[src/hdl/aud_pkg.sv]
package aud_pkg;

    // ####################
    // Sizes
    // ####################

    localparam int SAMPLE_W    = 16;
    localparam int HALF_CYCLES = 32;                   // Bit clocks per word-clock half.
    localparam int BIT_W       = $clog2(HALF_CYCLES);  // Position within one half.
    localparam int CNT_W       = BIT_W + 1;            // Whole word-clock period.

    localparam int FIFO_DEPTH  = 4;                    // Also the host's starting credits.
    localparam int PTR_W       = $clog2(FIFO_DEPTH);
    localparam int FILL_W      = $clog2(FIFO_DEPTH + 1);

    localparam int VOL_W       = 8;
    localparam int VOL_UNITY   = 128;
    localparam int GAIN_SHIFT  = $clog2(VOL_UNITY);    // Unity volume maps to a shift of 7.

    // ####################
    // Types
    // ####################

    // One stereo sample frame, left word in the upper half.
    typedef struct packed {
        logic signed [SAMPLE_W-1:0] left;
        logic signed [SAMPLE_W-1:0] right;
    } aud_frame_t;

    // Where the word clock currently stands.
    typedef struct packed {
        logic             channel;     // 0 left, 1 right.
        logic [BIT_W-1:0] bit_pos;
        logic             frame_load;  // Last cycle before a left half.
    } lrck_pos_t;

endpackage
[src/hdl/aud_player_top.sv]
`timescale 1ns/1ps

module aud_player_top (
    input  logic                        i_bclk,
    input  logic                        i_rst_n,
    input  logic                        i_en,
    input  logic                        i_valid,
    input  aud_pkg::aud_frame_t         i_frame,
    input  logic [aud_pkg::VOL_W-1:0]   i_volume,
    input  logic                        i_mute,
    output logic                        o_credit,
    output logic                        o_daclrck,
    output logic                        o_dacdat,
    output logic                        o_sent_frame,
    output logic                        o_overrun,
    output logic                        o_underrun
);
    import aud_pkg::*;

    lrck_pos_t  pos;
    aud_frame_t head;
    aud_frame_t gained;
    logic       not_empty;
    logic       pop;

    aud_lrck_gen i_lrck_gen (
        .i_bclk      (i_bclk),
        .i_rst_n     (i_rst_n),
        .o_daclrck   (o_daclrck),
        .o_pos       (pos)
    );

    aud_sample_buffer i_buffer (
        .i_bclk      (i_bclk),
        .i_rst_n     (i_rst_n),
        .i_valid     (i_valid),
        .i_frame     (i_frame),
        .i_pop       (pop),
        .o_head      (head),
        .o_not_empty (not_empty),
        .o_credit    (o_credit),
        .o_overrun   (o_overrun)
    );

    aud_gain i_gain (
        .i_bclk      (i_bclk),
        .i_rst_n     (i_rst_n),
        .i_frame     (head),
        .i_volume    (i_volume),
        .i_mute      (i_mute),
        .o_frame     (gained)
    );

    aud_serializer i_serializer (
        .i_bclk       (i_bclk),
        .i_rst_n      (i_rst_n),
        .i_en         (i_en),
        .i_pos        (pos),
        .i_frame      (gained),
        .i_not_empty  (not_empty),
        .o_pop        (pop),
        .o_dacdat     (o_dacdat),
        .o_sent_frame (o_sent_frame),
        .o_underrun   (o_underrun)
    );

endmodule

[src/hdl/aud_serializer.sv]
`timescale 1ns/1ps

module aud_serializer (
    input  logic                  i_bclk,
    input  logic                  i_rst_n,
    input  logic                  i_en,
    input  aud_pkg::lrck_pos_t    i_pos,
    input  aud_pkg::aud_frame_t   i_frame,
    input  logic                  i_not_empty,
    output logic                  o_pop,
    output logic                  o_dacdat,
    output logic                  o_sent_frame,
    output logic                  o_underrun
);
    import aud_pkg::*;

    localparam logic [BIT_W-1:0] LAST_BIT = BIT_W'(SAMPLE_W - 1);

    aud_frame_t frame_r;
    logic       live_r;       // Current frame is real data, not zero fill.
    logic       not_empty_q;
    logic       dacdat_r;
    logic       sent_r;
    logic       underrun_r;

    logic                load;
    logic                starve;
    logic [SAMPLE_W-1:0] sample;
    logic [SAMPLE_W-1:0] shifted;

    // ####################
    // Frame load
    // ####################

    // Gain output trails the head by one cycle, so look at last cycle's fill.
    always_ff @(posedge i_bclk) begin
        if (!i_rst_n) begin
            not_empty_q <= 1'b0;
        end else begin
            not_empty_q <= i_not_empty;
        end
    end

    assign load   = i_pos.frame_load && i_en && not_empty_q;
    assign starve = i_pos.frame_load && i_en && !not_empty_q;
    assign o_pop  = load;

    always_ff @(posedge i_bclk) begin
        if (!i_rst_n) begin
            frame_r    <= '0;
            live_r     <= 1'b0;
            underrun_r <= 1'b0;
        end else if (i_pos.frame_load) begin
            if (load) begin
                frame_r <= i_frame;
                live_r  <= 1'b1;
            end else begin
                frame_r <= '0;    // Disabled or starved.
                live_r  <= 1'b0;
            end
            if (starve) begin
                underrun_r <= 1'b1;
            end
        end
    end

    // ####################
    // Bit shifting
    // ####################

    assign sample = i_pos.channel ? frame_r.right : frame_r.left;

    // Past the last sample bit everything shifts out, leaving zeros.
    assign shifted = sample << i_pos.bit_pos;

    // Registered, so each bit lands one clock after the word-clock edge.
    always_ff @(posedge i_bclk) begin
        if (!i_rst_n) begin
            dacdat_r <= 1'b0;
            sent_r   <= 1'b0;
        end else begin
            dacdat_r <= shifted[SAMPLE_W-1];
            sent_r   <= live_r && i_pos.channel && (i_pos.bit_pos == LAST_BIT);
        end
    end

    assign o_dacdat     = dacdat_r;
    assign o_sent_frame = sent_r;
    assign o_underrun   = underrun_r;

endmodule

[src/hdl/aud_gain.sv]
`timescale 1ns/1ps

module aud_gain (
    input  logic                        i_bclk,
    input  logic                        i_rst_n,
    input  aud_pkg::aud_frame_t         i_frame,
    input  logic [aud_pkg::VOL_W-1:0]   i_volume,
    input  logic                        i_mute,
    output aud_pkg::aud_frame_t         o_frame
);
    import aud_pkg::*;

    localparam logic [VOL_W-1:0] VOL_MAX = VOL_W'(VOL_UNITY);

    logic [VOL_W-1:0] vol;
    aud_frame_t       scaled;
    aud_frame_t       frame_r;

    // ####################
    // Scaling
    // ####################

    // Sample times volume, then arithmetic shift back down.
    function automatic logic signed [SAMPLE_W-1:0] scale (
        input logic signed [SAMPLE_W-1:0] sample,
        input logic [VOL_W-1:0]           volume
    );
        logic signed [SAMPLE_W+VOL_W:0] prod;
        logic signed [VOL_W:0]          vol_s;
        vol_s = $signed({1'b0, volume});
        prod  = sample * vol_s;
        return prod[GAIN_SHIFT +: SAMPLE_W];
    endfunction

    assign vol = (i_volume > VOL_MAX) ? VOL_MAX : i_volume;  // Never boost.

    always_comb begin
        if (i_mute) begin
            scaled = '0;
        end else begin
            scaled.left  = scale(i_frame.left, vol);
            scaled.right = scale(i_frame.right, vol);
        end
    end

    // ####################
    // Output register
    // ####################

    // Follows the head one cycle later.
    always_ff @(posedge i_bclk) begin
        if (!i_rst_n) begin
            frame_r <= '0;
        end else begin
            frame_r <= scaled;
        end
    end

    assign o_frame = frame_r;

endmodule

[src/hdl/aud_sample_buffer.sv]
`timescale 1ns/1ps

module aud_sample_buffer (
    input  logic                  i_bclk,
    input  logic                  i_rst_n,
    input  logic                  i_valid,
    input  aud_pkg::aud_frame_t   i_frame,
    input  logic                  i_pop,
    output aud_pkg::aud_frame_t   o_head,
    output logic                  o_not_empty,
    output logic                  o_credit,
    output logic                  o_overrun
);
    import aud_pkg::*;

    localparam logic [PTR_W-1:0]  LAST_SLOT = PTR_W'(FIFO_DEPTH - 1);
    localparam logic [FILL_W-1:0] FULL      = FILL_W'(FIFO_DEPTH);

    aud_frame_t        mem [FIFO_DEPTH];
    logic [PTR_W-1:0]  wr_ptr_r;
    logic [PTR_W-1:0]  rd_ptr_r;
    logic [FILL_W-1:0] fill_r;
    logic              credit_r;
    logic              overrun_r;

    logic full;
    logic do_wr;
    logic do_rd;

    assign full  = (fill_r == FULL);
    assign do_wr = i_valid && !full;   // Frames arriving without room are dropped.
    assign do_rd = i_pop && o_not_empty;

    // ####################
    // Storage
    // ####################

    always_ff @(posedge i_bclk) begin
        if (do_wr) begin
            mem[wr_ptr_r] <= i_frame;
        end
    end

    // First-word fall-through.
    assign o_head      = mem[rd_ptr_r];
    assign o_not_empty = (fill_r != '0);

    // ####################
    // Pointers and fill
    // ####################

    always_ff @(posedge i_bclk) begin
        if (!i_rst_n) begin
            wr_ptr_r <= '0;
            rd_ptr_r <= '0;
            fill_r   <= '0;
        end else begin
            if (do_wr) begin
                wr_ptr_r <= (wr_ptr_r == LAST_SLOT) ? '0 : wr_ptr_r + 1'b1;
            end
            if (do_rd) begin
                rd_ptr_r <= (rd_ptr_r == LAST_SLOT) ? '0 : rd_ptr_r + 1'b1;
            end
            case ({do_wr, do_rd})
                2'b10:   fill_r <= fill_r + 1'b1;
                2'b01:   fill_r <= fill_r - 1'b1;
                default: fill_r <= fill_r;
            endcase
        end
    end

    // Credit goes back to the host the cycle after each pop.
    always_ff @(posedge i_bclk) begin
        if (!i_rst_n) begin
            credit_r  <= 1'b0;
            overrun_r <= 1'b0;
        end else begin
            credit_r <= do_rd;
            if (i_valid && full) begin
                overrun_r <= 1'b1;  // Sticky.
            end
        end
    end

    assign o_credit  = credit_r;
    assign o_overrun = overrun_r;

endmodule

[src/hdl/aud_lrck_gen.sv]
`timescale 1ns/1ps

module aud_lrck_gen (
    input  logic                  i_bclk,
    input  logic                  i_rst_n,
    output logic                  o_daclrck,
    output aud_pkg::lrck_pos_t    o_pos
);
    import aud_pkg::*;

    localparam logic [CNT_W-1:0] LAST_STEP = '1;

    logic [CNT_W-1:0] cnt_r;

    // ####################
    // Free-running counter
    // ####################

    // Wraps on its own after 2*HALF_CYCLES steps.
    always_ff @(posedge i_bclk) begin
        if (!i_rst_n) begin
            cnt_r <= '0;
        end else begin
            cnt_r <= cnt_r + 1'b1;
        end
    end

    // Top bit is the word clock, low for left.
    assign o_daclrck = cnt_r[CNT_W-1];

    // ####################
    // Position decode
    // ####################

    always_comb begin
        o_pos.channel    = cnt_r[CNT_W-1];
        o_pos.bit_pos    = cnt_r[BIT_W-1:0];
        o_pos.frame_load = (cnt_r == LAST_STEP);  // Next step starts a left half.
    end

endmodule

[config.mk]
export PLATFORM = sky130hd
export DESIGN_NAME = aud_player_top
export DESIGN_NICKNAME = d
export VERILOG_FILES = /design/src/hdl/aud_pkg.sv /design/src/hdl/aud_player_top.sv /design/src/hdl/aud_serializer.sv /design/src/hdl/aud_gain.sv /design/src/hdl/aud_sample_buffer.sv /design/src/hdl/aud_lrck_gen.sv
export SDC_FILE = /design/constraint.sdc
export NUM_CORES = 1
export LEC_CHECK = 0
export ABC_AREA = 1
export ABC_CLOCK_PERIOD_IN_PS = 9310
export BUFFER_PORTS_ARGS = -buffer_cell sky130_fd_sc_hd__buf_4
export CORE_UTILIZATION = 40
export DETAILED_ROUTE_END_ITERATION = 7
export HOLD_SLACK_MARGIN = 0.15
export MAX_ROUTING_LAYER = met4
export SLEW_MARGIN = 15
export SYNTH_ARGS = -nofsm -noshare
export SYNTH_HDL_FRONTEND = slang
export SYNTH_SLANG_ARGS = --single-unit
[constraint.sdc]
create_clock -name i_bclk -period 9.31 [get_ports i_bclk]
set_clock_uncertainty 0.15 [all_clocks]
set_input_delay 0.4655 -clock i_bclk [delete_from_list [all_inputs] [get_ports i_bclk]]
set_output_delay 0.4655 -clock i_bclk [all_outputs]
set_load 0.05 [all_outputs]
==> metrics, run 1 <==
status finished, violations left; port bufs 50; Setup TNS Final 0 ns; CP required around 9.6 ns; die height 206 um; RR Endpoint i_gain.o_frame[14]$_SDFF_PP0_; Worst Setup Start Kind register; Critical Path End Type register; maximum VDD drop 156 uV; Synth Area in Adders 29.9%; via count 12,600; Max-Slew Margin vs Limit 26.8%; Synth-to-Final Area Change 12.2%; LEAKAGE 8.62 nW; CP Class reg -> reg; Place WS 2.91 ns; # IOs 51; CTS Buffer Depth 3; worst skew pair latency 0.56 ns; Synth Area in Simple Gates 19.7%; die area roughly 43,000 sq um; CTS tree yes; Final Hold Fails 0; Hold Crit Class in -> reg; DPL Wire Length about 30 mm; violated checks DRC; Post-CTS Setup Inserts 0; pins over their slew limit 0; setup ws final ~2.9 ns; initial antenna violation count 0; GRT Resource Usage Total between 20% and 30%; Mapped Cells about 1,900; RSZ-0062 raised after global routing false; # resized after CTS 0; Core Area between 40,000 and 50,000 sq um; Worst Max-Slew Pin Slew 1.09 ns; Initial Util between 40% and 50%; first-pass GRT wire length 67.8 mm; post-layout min period 6.39 ns; mux share of post-synthesis cell area 0%; maxcap violations 0; clk slew on worst S/H paths 0.07 ns; row cnt 74; Mapped Area 16,700 sq um; final net count 2,302; Synth Net Count 2,242; sequential area share after synthesis 33.3%; FF-to-FF path depth 22; Antenna Cells 0; Synth area leader fa_1; Post-route DRC 2; root buf cell clkbuf_16; WP data arrival 6.67 ns; worst-path fanout max 65; Final GP Congestion 0.919; post-synth cell types 45; # clock sinks 214; ANT nets after route 0; H-tree depth 1; Detailed Routing Iterations Pass 1 8; fmax 157 MHz; die width slightly above 200 um; top cell type's share of synthesized area 23.1%; WL/cell 16.3 um; xor and xnor area share after synthesis less than 1%; pwr dens approximately 180 nW/um^2; Synth Register Bits around 210; Final setup viols 0; critical path endpoint i_gain.o_frame[14]$_SDFF_PP0_; Synth Area in Compound Gates 6.65%; leading post-synthesis cells by cell area fa_1 23%, edfxtp_1 23%, dfxtp_1 10%; Avg Inst Size Synth 8.73 sq um; vias per cell 4.99; # hold bufs at CTS 34; share of cells above drive strength 1 ~7.5%; largest net degree at the start of global routing 66; final worst path period share 68.6%; total congestion overflow 0; vias in the first global route roughly 13,000; initial drt markers about 880; combinational family with the most area after synthesis adder cells; Worst R2R Setup Slack between 2 and 3 ns; CTS Buf Count 25; Ys Warns 0; total wire length a little over 40 mm
## cells in the mapped netlist (all sizes together)
cell	instances
a211oi	1
a21o	2
a21oi	112
a221oi	1
a31oi	5
a32o	1
and2	1
buf	16
clkbuf	47
clkinv	2
dfxtp	86
edfxtp	128
fa	193
ha	90
inv	356
nand2	404
nand3	91
nand4	36
nor2	234
nor3	12
nor4	4
o211a	1
o211ai	2
o21a	10
o21ai	50
o21bai	4
o221a	1
o221ai	5
o22ai	2
o31ai	1
xnor2	5
xor2	11
## worst min-delay path by stage
stage | startpoint | end | slack [ns] | cells after the start
final | i_en | i_serializer.frame_r[17]$_SDFFE_PN0N_ | 0.25 | 3
after global placement | i_serializer.live_r$_SDFFE_PN0N_ | i_serializer.o_sent_frame$_SDFF_PN0_ | 0.29 | 2
after detailed placement | i_buffer.o_overrun$_SDFFE_PN0P_ | i_buffer.o_overrun$_SDFFE_PN0P_ | 0.30 | 2
after global routing | i_en | i_serializer.frame_r[23]$_SDFFE_PN0N_ | 0.24 | 3
after CTS | i_en | i_serializer.frame_r[17]$_SDFFE_PN0N_ | 0.22 | 3
after floorplan | i_serializer.live_r$_SDFFE_PN0N_ | i_serializer.o_sent_frame$_SDFF_PN0_ | 0.27 | 2
## sequential cells by signal (all words and copies together), names as in the netlist, named ones only
register                   count
i_buffer.mem                 128
i_gain.o_frame                32
i_serializer.frame_r          32
i_lrck_gen.cnt_r               6
i_buffer.fill_r                3
i_buffer.rd_ptr_r              2
i_buffer.wr_ptr_r              2
i_buffer.o_credit              1
i_buffer.o_overrun             1
i_serializer.live_r            1
i_serializer.not_empty_q       1
i_serializer.o_dacdat          1
i_serializer.o_sent_frame      1
i_serializer.o_underrun        1
## through the flow
stage               power, W  hold slack [ns]  instances  utilization, %  instance area [sq um]
finish               0.00345            0.248       2525            45.7                  18700
CTS                  0.00346            0.220       2525            45.7                  18700
floorplan            0.00211            0.272       1914               -                  16700
global placement     0.00247            0.289       2445            42.9                  17600
detailed placement   0.00248            0.296       2445            42.9                  17600
global route         0.00373            0.242       2525            45.7                  18700
## power by group
part / switching [W] / internal, W / leakage (nW)
logic: 0.000903 / 0.000485 / 6.35
registers: 0.0000253 / 0.00108 / 1.88
clock network: 0.000406 / 0.000549 / 0.392
## kinds of logic (layout without fill, tap and decap cells)
family                     Yosys count  in the layout
xor gates and xnor gates            16             16
adders and majority gates          283            283
AOI/OAI and AO/OA                  198            198
buffers and inverters              421            500
DFF                                214            214
and+or+nand+nor                    782            782
## layout by cell type (no fill, tap or decap), types with 5 or more instances in the layout
master | netlist | layout
nand3_1 | 86 | 86
xor2_1 | 11 | 11
nand2_2 | 18 | 18
dfxtp_1 | 86 | 85
xnor2_1 | 5 | 5
a21oi_1 | 110 | 110
nor2_1 | 228 | 224
buf_4 | 1 | 62
fa_1 | 193 | 193
nand2_1 | 383 | 383
inv_1 | 351 | 351
o221ai_1 | 5 | 5
o21ai_0 | 49 | 49
dlygate4sd3_1 | 0 | 34
nand3_2 | 5 | 5
edfxtp_1 | 128 | 128
o21a_1 | 10 | 10
inv_2 | 5 | 5
nor2_2 | 6 | 6
clkbuf_16 | 0 | 25
nand4_1 | 36 | 36
nor3_1 | 11 | 11
ha_1 | 90 | 90
clkinv_1 | 2 | 6
## worst max-delay path, cell delays in order, from the launching register on
cell and delay, ns:
dfxtp_2 0.31, buf_4 0.32, inv_2 0.89, nand2_1 0.16, nand3_2 0.14, nand2_4 0.09
nor2_1 0.21, inv_1 0.15, fa_1 0.73, inv_1 0.09, fa_1 0.47, fa_1 0.54
inv_1 0.05, fa_1 0.50, inv_1 0.05, ha_1 0.34, inv_1 0.11, nor3_1 0.34
nand2_1 0.09, nor2_1 0.12, nand4_1 0.12, a21oi_1 0.17, nor2_1 0.07
## layout make-up
type,count,area (sq um)
fillers,3960,22300
multi-input cells,1279,9560
flip-flops and latches,214,5570
inverters,358,1340
repair buffers,96,806
clock buffers,31,678
well taps,532,666
clock inverters,15,126
## per-layer routing
metal / wire, um / share of wire, % / track usage [%]
met1: 18200 / 44 / 26.7
met2: 19600 / 48 / 34.7
met3: 2180 / 5.3 / 3.12
met4: 1240 / 3.0 / 6.36
met5: 0 / 0 / -
Note: power is estimated with default switching activity, not from simulation.
==> run 2, diff against run 1 <==
--- a/config.mk
+++ b/config.mk
@@ -6,7 +6,7 @@
 export NUM_CORES = 1
 export LEC_CHECK = 0
 export ABC_AREA = 1
-export ABC_CLOCK_PERIOD_IN_PS = 9310
+export ABC_CLOCK_PERIOD_IN_PS = 6700
 export BUFFER_PORTS_ARGS = -buffer_cell sky130_fd_sc_hd__buf_4
 export CORE_UTILIZATION = 40
 export DETAILED_ROUTE_END_ITERATION = 7
==> constraint.sdc (replaced) <==
create_clock -name i_bclk -period 6.7 [get_ports i_bclk]
set_clock_uncertainty 0.15 [all_clocks]
set_input_delay 0.335 -clock i_bclk [delete_from_list [all_inputs] [get_ports i_bclk]]
set_output_delay 0.335 -clock i_bclk [all_outputs]
set_load 0.05 [all_outputs]
==> run 2 against run 1 <==
  * The flow still finishes with violations (DRC)
  * Combinational power increased by 37%
  * First-iteration DRC count decreased by 9.3%
  * Routed wire length increased by 0.21%
  * Final cell count increased by 0.32%
  * Final area increased by 0.56%
  * Critical endpoint is now i_gain.o_frame[30]$_SDFF_PP0_
  * Maximum frequency increased by 9.0%
  * Highest routed layer unchanged
  * Via count increased by 0.67%
==> metrics, run 2 (synthesis results as in run 1) <==
status finished, violations left; violated checks DRC; final net count 2,312; Worst Setup Start Kind register; Post-route DRC 2; hold endpoint i_buffer.o_overrun$_SDFFE_PN0P_; root buf cell clkbuf_16; Antenna Cells 0; most used routing layer met2; final instance area 18,800 sq um; share of cells above drive strength 1 7.80%; Synth-to-Final Area Change 12.8%; commonest non-fill, non-tap cells in the layout 383 x nand2_1, 351 x inv_1, 224 x nor2_1; origin of the worst min-delay path i_buffer.o_overrun$_SDFFE_PN0P_; total power between 0.004 and 0.005 W; Placed Area approximately 18,000 sq um; RSZ-0062 raised after global routing false; FF-to-FF path depth 21; CP Class reg -> reg; Reg with most FFs i_buffer.mem; first-pass GRT wire length 68.1 mm; GRT Resource Usage Total 21.0%; Final setup viols 0; WP buf/inv 4; DPL Wire Length 30.5 mm; Hold Crit Class reg -> reg; crit-path most repeated cell fa_1; Hold WS 0.301 ns; via count between 10,000 and 15,000; row cnt 74; WP data arrival between 6 and 7 ns; CTS tree yes; Core Area 41,000 sq um; # clock sinks 214; fmax 171 MHz; worst-path cell chain inv_2 -> buf_4 -> nand2_1 -> nand3_2 -> nand2_4 -> nor2_1 -> inv_1 -> fa_1 -> inv_1 -> fa_1 -> fa_1 -> fa_1 -> ha_1 -> a21oi_1 -> o21bai_1 -> a21oi_1 -> o21ai_0 -> a31oi_1 -> nand3_1 -> nand2_1 -> nor2_1; die width 206 um; die area 42,600 sq um; Final GP Congestion 0.911; Initial Util 40.7%; LEAKAGE 8.68 nW; Max-Slew Margin vs Limit 32.7%; port bufs 50; most common cell after layout, fill and taps aside nand2_1; largest net degree at the start of global routing 65; # IOs between 50 and 60; M1 GR Usage about a quarter; initial drt markers 800; Detailed Routing Iterations Pass 1 7; met3 Track Usage GR 2.55%; CTS Buffer Depth 3; final worst path period share 87.5%; vias in the first global route approximately 13,000; clk slew on worst S/H paths ~0.060 ns; Critical Path End Type register; Worst R2R Setup Slack 0.84 ns; worst skew pair latency 0.54 ns; H-tree depth 1; slowest CP cell fa_1; CTS Buf Count 24; vias per cell around 5; met2 Track Usage GR 36.1%; initial antenna violation count 0; Final Core Density a little under half; pwr dens about 250 nW/um^2; maxcap violations 0; Worst Max-Slew Pin Slew between 1 and 1.5 ns; ANT nets after route 0; WL/cell 16.3 um; hold depth 2; Final Hold Fails 0; Setup TNS Final 0 ns; CP required 6.98 ns; pins over their slew limit 0; maximum VDD drop 219 uV; die height 206 um; family with the most delay on the worst path adder cells; RR Endpoint i_gain.o_frame[30]$_SDFF_PP0_; total congestion overflow 0; slowest stage delay, CP roughly 0.66 ns; post-layout min period 5.86 ns; max reg flops roughly 130; worst-path fanout max 46; total wire length between 40 and 50 mm
-- run 2: cell count changes in the layout (fill, tap and decap cells not counted), moves of 2 or more --
cell,change
inv_6,+2
bufinv_16,+2
buf_4,+9
clkinv_4,-2
clkinv_2,-3
dlygate4sd3_1,+2
-- run 2: worst max path at each step --
| stage | slack [ns] | depth (start not counted) | startpoint | end |
|---|---|---|---|---|
| after floorplan | 1.84 | 25 | register | i_gain.o_frame[15]$_SDFF_PP0_ |
| after global placement | 0.99 | 22 | register | i_gain.o_frame[30]$_SDFF_PP0_ |
| after detailed placement | 0.96 | 22 | register | i_gain.o_frame[30]$_SDFF_PP0_ |
| after CTS | 0.93 | 22 | register | i_gain.o_frame[30]$_SDFF_PP0_ |
| after global routing | 0.41 | 23 | register | i_gain.o_frame[30]$_SDFF_PP0_ |
| final | 0.84 | 21 | register | i_gain.o_frame[30]$_SDFF_PP0_ |
-- run 2: layout make-up --
cell class	count	area (sq um)
Clock inverter	13	160
Clock buffer	30	653
Timing Repair Buffer	107	893
Inverter	358	1340
Fill cell	3945	22200
Tap cell	532	666
Multi-Input combinational cell	1279	9570
Sequential cell	214	5570
-- run 2: stage by stage --
step | instances | setup slack, ns
3_3_place_gp | 2454 | 0.995
6_report | 2533 | 0.840
2_1_floorplan | 1914 | 1.84
4_1_cts | 2533 | 0.928
3_5_place_dp | 2454 | 0.958
5_1_grt | 2533 | 0.409
-- run 2: worst min-delay path: stages, from the launching register on --
cell     delay, ns
dfxtp_1       0.31
inv_1         0.05
a21oi_1       0.05
-- run 2: power by group --
| part | switching [W] | internal (W) |
|---|---|---|
| Clock | 0.000540 | 0.000810 |
| Sequential | 0.0000335 | 0.00150 |
| Combinational | 0.00124 | 0.000672 |
-- run 2: layer usage --
layer | wire length (um) | vias to the layer above
met1 | 18500 | 6205
met2 | 20200 | 279
met3 | 1860 | 60
met4 | 815 | 0
met5 | 0 | -
li1 | - | 6139
-- run 2: repair_timing --
| item | CTS | global route |
|---|---|---|
| gates resized for setup | 0 | 0 |
| buffers inserted | 0 | 0 |
| hold buffers | 36 | 0 |
| endpoints found under the hold margin | 180 | 0 |
==> run 3, diff against run 2 <==
--- a/config.mk
+++ b/config.mk
@@ -6,12 +6,13 @@
 export NUM_CORES = 1
 export LEC_CHECK = 0
 export ABC_AREA = 1
-export ABC_CLOCK_PERIOD_IN_PS = 6700
+export ABC_CLOCK_PERIOD_IN_PS = 7400
 export BUFFER_PORTS_ARGS = -buffer_cell sky130_fd_sc_hd__buf_4
-export CORE_UTILIZATION = 40
+export CORE_UTILIZATION = 60
 export DETAILED_ROUTE_END_ITERATION = 7
 export HOLD_SLACK_MARGIN = 0.15
 export MAX_ROUTING_LAYER = met4
+export PLACE_DENSITY = 0.77
 export SLEW_MARGIN = 15
 export SYNTH_ARGS = -nofsm -noshare
 export SYNTH_HDL_FRONTEND = slang
==> constraint.sdc (replaced) <==
create_clock -name i_bclk -period 7.4 [get_ports i_bclk]
set_clock_uncertainty 0.15 [all_clocks]
set_input_delay 0.37 -clock i_bclk [delete_from_list [all_inputs] [get_ports i_bclk]]
set_output_delay 0.37 -clock i_bclk [all_outputs]
set_load 0.05 [all_outputs]
==> run 3 against run 2 <==
  * The flow now finishes without violations
  * Sequential power fell by 9.7%
  * Final cell count fell by 6.8%
  * Die area fell by 33%
==> metrics, run 3 (synthesis results as in run 1) <==
row cnt 60; worst-path fanout max 41; hold depth 5; slowest stage delay, CP 0.58 ns; maximum VDD drop 200 uV; final worst path period share 78.8%; first-pass GRT wire length approximately 66 mm; CTS Buf Count 23; Switching Power approximately 0.0016 W; pins over their slew limit 0; Setup TNS Final 0 ns; # clock sinks 214; initial antenna violation count 0; clk slew on worst S/H paths 0.06 ns; register area 5570 sq um; Switching Fraction between 30% and 40%; total wire length 39.6 mm; # resized after CTS 0; ANT nets after route 0; CP required 7.65 ns; commonest non-fill, non-tap cells in the layout 383 x nand2_1, 351 x inv_1, 224 x nor2_1; Initial Util 61.6%; Critical Path End Type register; clock power share 26.8%; die width 169 um; final net count 2,303; via count between 10,000 and 15,000; port bufs 50; final instance area 18,500 sq um; worst-path cell chain inv_2 -> buf_4 -> nand2_1 -> nand3_1 -> nand2_1 -> inv_1 -> nand2_1 -> fa_1 -> inv_1 -> fa_1 -> fa_1 -> inv_1 -> fa_1 -> inv_1 -> ha_1 -> a21oi_1 -> o21a_1 -> o21bai_1 -> o21bai_2 -> o21ai_0 -> a21oi_1; post-layout min period between 5 and 6 ns; largest net degree at the start of global routing between 60 and 70; DPL Wire Length 28.9 mm; Reg with most FFs i_buffer.mem; # hold bufs at CTS 35; vias per cell 5.50; initial drt markers 984; share of cells above drive strength 1 7.24%; H-tree depth 1; GRT Resource Usage Total 30.1%; Antenna Cells 0; Placed Area 17,400 sq um; fmax between 150 and 200 MHz; hold endpoint i_gain.o_frame[31]$_SDFF_PP0_; Detailed Routing Iterations Pass 1 6; Worst Max-Slew Pin Slew 1.16 ns; Worst R2R Setup Slack 1.57 ns; total congestion overflow 0; CP Class reg -> reg; Gate power share 40.7%; multi-input combinational cell area 9560 sq um; LEAKAGE ~8.6 nW; RSZ-0062 raised after global routing false; Final Hold Fails 0; Reg power frac roughly a third; status complete, no violations; worst skew pair latency 0.53 ns; RR Endpoint i_gain.o_frame[22]$_SDFF_PP0_; Post-CTS Setup Inserts 0; Post-route DRC 0; Fillers between 2,000 and 2,500; Core Area 27,100 sq um; most common cell after layout, fill and taps aside nand2_1; Final GP Congestion between 0.9 and 1; maxcap violations 0; Int Power around 0.0026 W; die area about 29,000 sq um; CTS Buffer Depth 3; vias in the first global route 13,300; WL/cell approximately 17 um; CTS tree yes; max reg flops 128; Max-Slew Margin vs Limit 22.0%; pwr dens between 200 and 250 nW/um^2; Worst Setup Start Kind register; origin of the worst min-delay path i_mute; # IOs 51; slowest CP cell fa_1; root buf cell clkbuf_16; die height 169 um; Final Core Density 68.3%; FF-to-FF path depth 21; Final setup viols 0; Synth-to-Final Area Change 10.7%; Hold Crit Class in -> reg; WP data arrival just over 6 ns
==> run 3: changes by cell type in the layout (fill, tap and decap cells not counted) <==
cell	before	now
buf_4	71	64
clkbuf_8	3	0
clkbuf_1	3	4
clkbuf_16	24	23
clkinv_1	6	5
clkinv_8	1	0
dlygate4sd3_1	36	35
inv_6	3	2
inv_8	0	1
o31ai_2	0	1
o31ai_4	1	0
==> run 3: area by class of cell <==
class | instances | area share, %
inverters | 358 | 7.27
repair buffers | 99 | 4.49
well taps | 372 | 2.52
flip-flops and latches | 214 | 30.1
clock buffers | 27 | 3.19
clock inverters | 11 | 0.771
multi-input cells | 1279 | 51.7
==> run 3: critical path, delay by kind of cell, from the launching register on <==
kind                       cells  cell delay, ns
AOI/OAI and AO/OA              6            1.00
adders and majority gates      5            2.38
buffers and inverters          6            1.29
and+or+nand+nor                4            0.53
DFF                            1            0.32
==> run 3: power by group through the flow <==
stage / Combinational, W / Clock [W] / Sequential, W
finish: 0.00173 / 0.00114 / 0.00139
CTS: 0.00171 / 0.00115 / 0.00139
global route: 0.00199 / 0.00119 / 0.00140
detailed placement: 0.00168 / 0 / 0.00141
global placement: 0.00164 / 0 / 0.00141
floorplan: 0.00125 / 0 / 0.00141
==> run 3: stage by stage <==
stage	hold WS [ns]	power [W]	worst slack, ns	std cells
after floorplan	0.272	0.00266	2.54	1914
after global placement	0.289	0.00306	1.48	2287
after detailed placement	0.290	0.00310	1.38	2287
after CTS	0.183	0.00425	1.69	2360
after global routing	0.223	0.00458	1.25	2360
final	0.193	0.00426	1.57	2360
==> run 3: how the worst max path moves through the flow <==
stage	from	to	slack (ns)	cells after the start
after floorplan	register	i_gain.o_frame[15]$_SDFF_PP0_	2.54	25
after global placement	i_volume[7]	i_gain.o_frame[26]$_SDFF_PP0_	1.48	21
after detailed placement	i_volume[7]	i_gain.o_frame[15]$_SDFF_PP0_	1.38	22
after CTS	register	i_gain.o_frame[26]$_SDFF_PP0_	1.69	22
after global routing	register	i_gain.o_frame[14]$_SDFF_PP0_	1.25	23
final	register	i_gain.o_frame[22]$_SDFF_PP0_	1.57	21
==> run 3: per-layer routing <==
metal  up-vias  track usage, %  share of wire, %
li1       6118               -                 -
met1      6285            38.6                42
met2       497            50.8                49
met3        73            3.93               6.8
met4         0            7.55               2.1
met5         -               -                 0
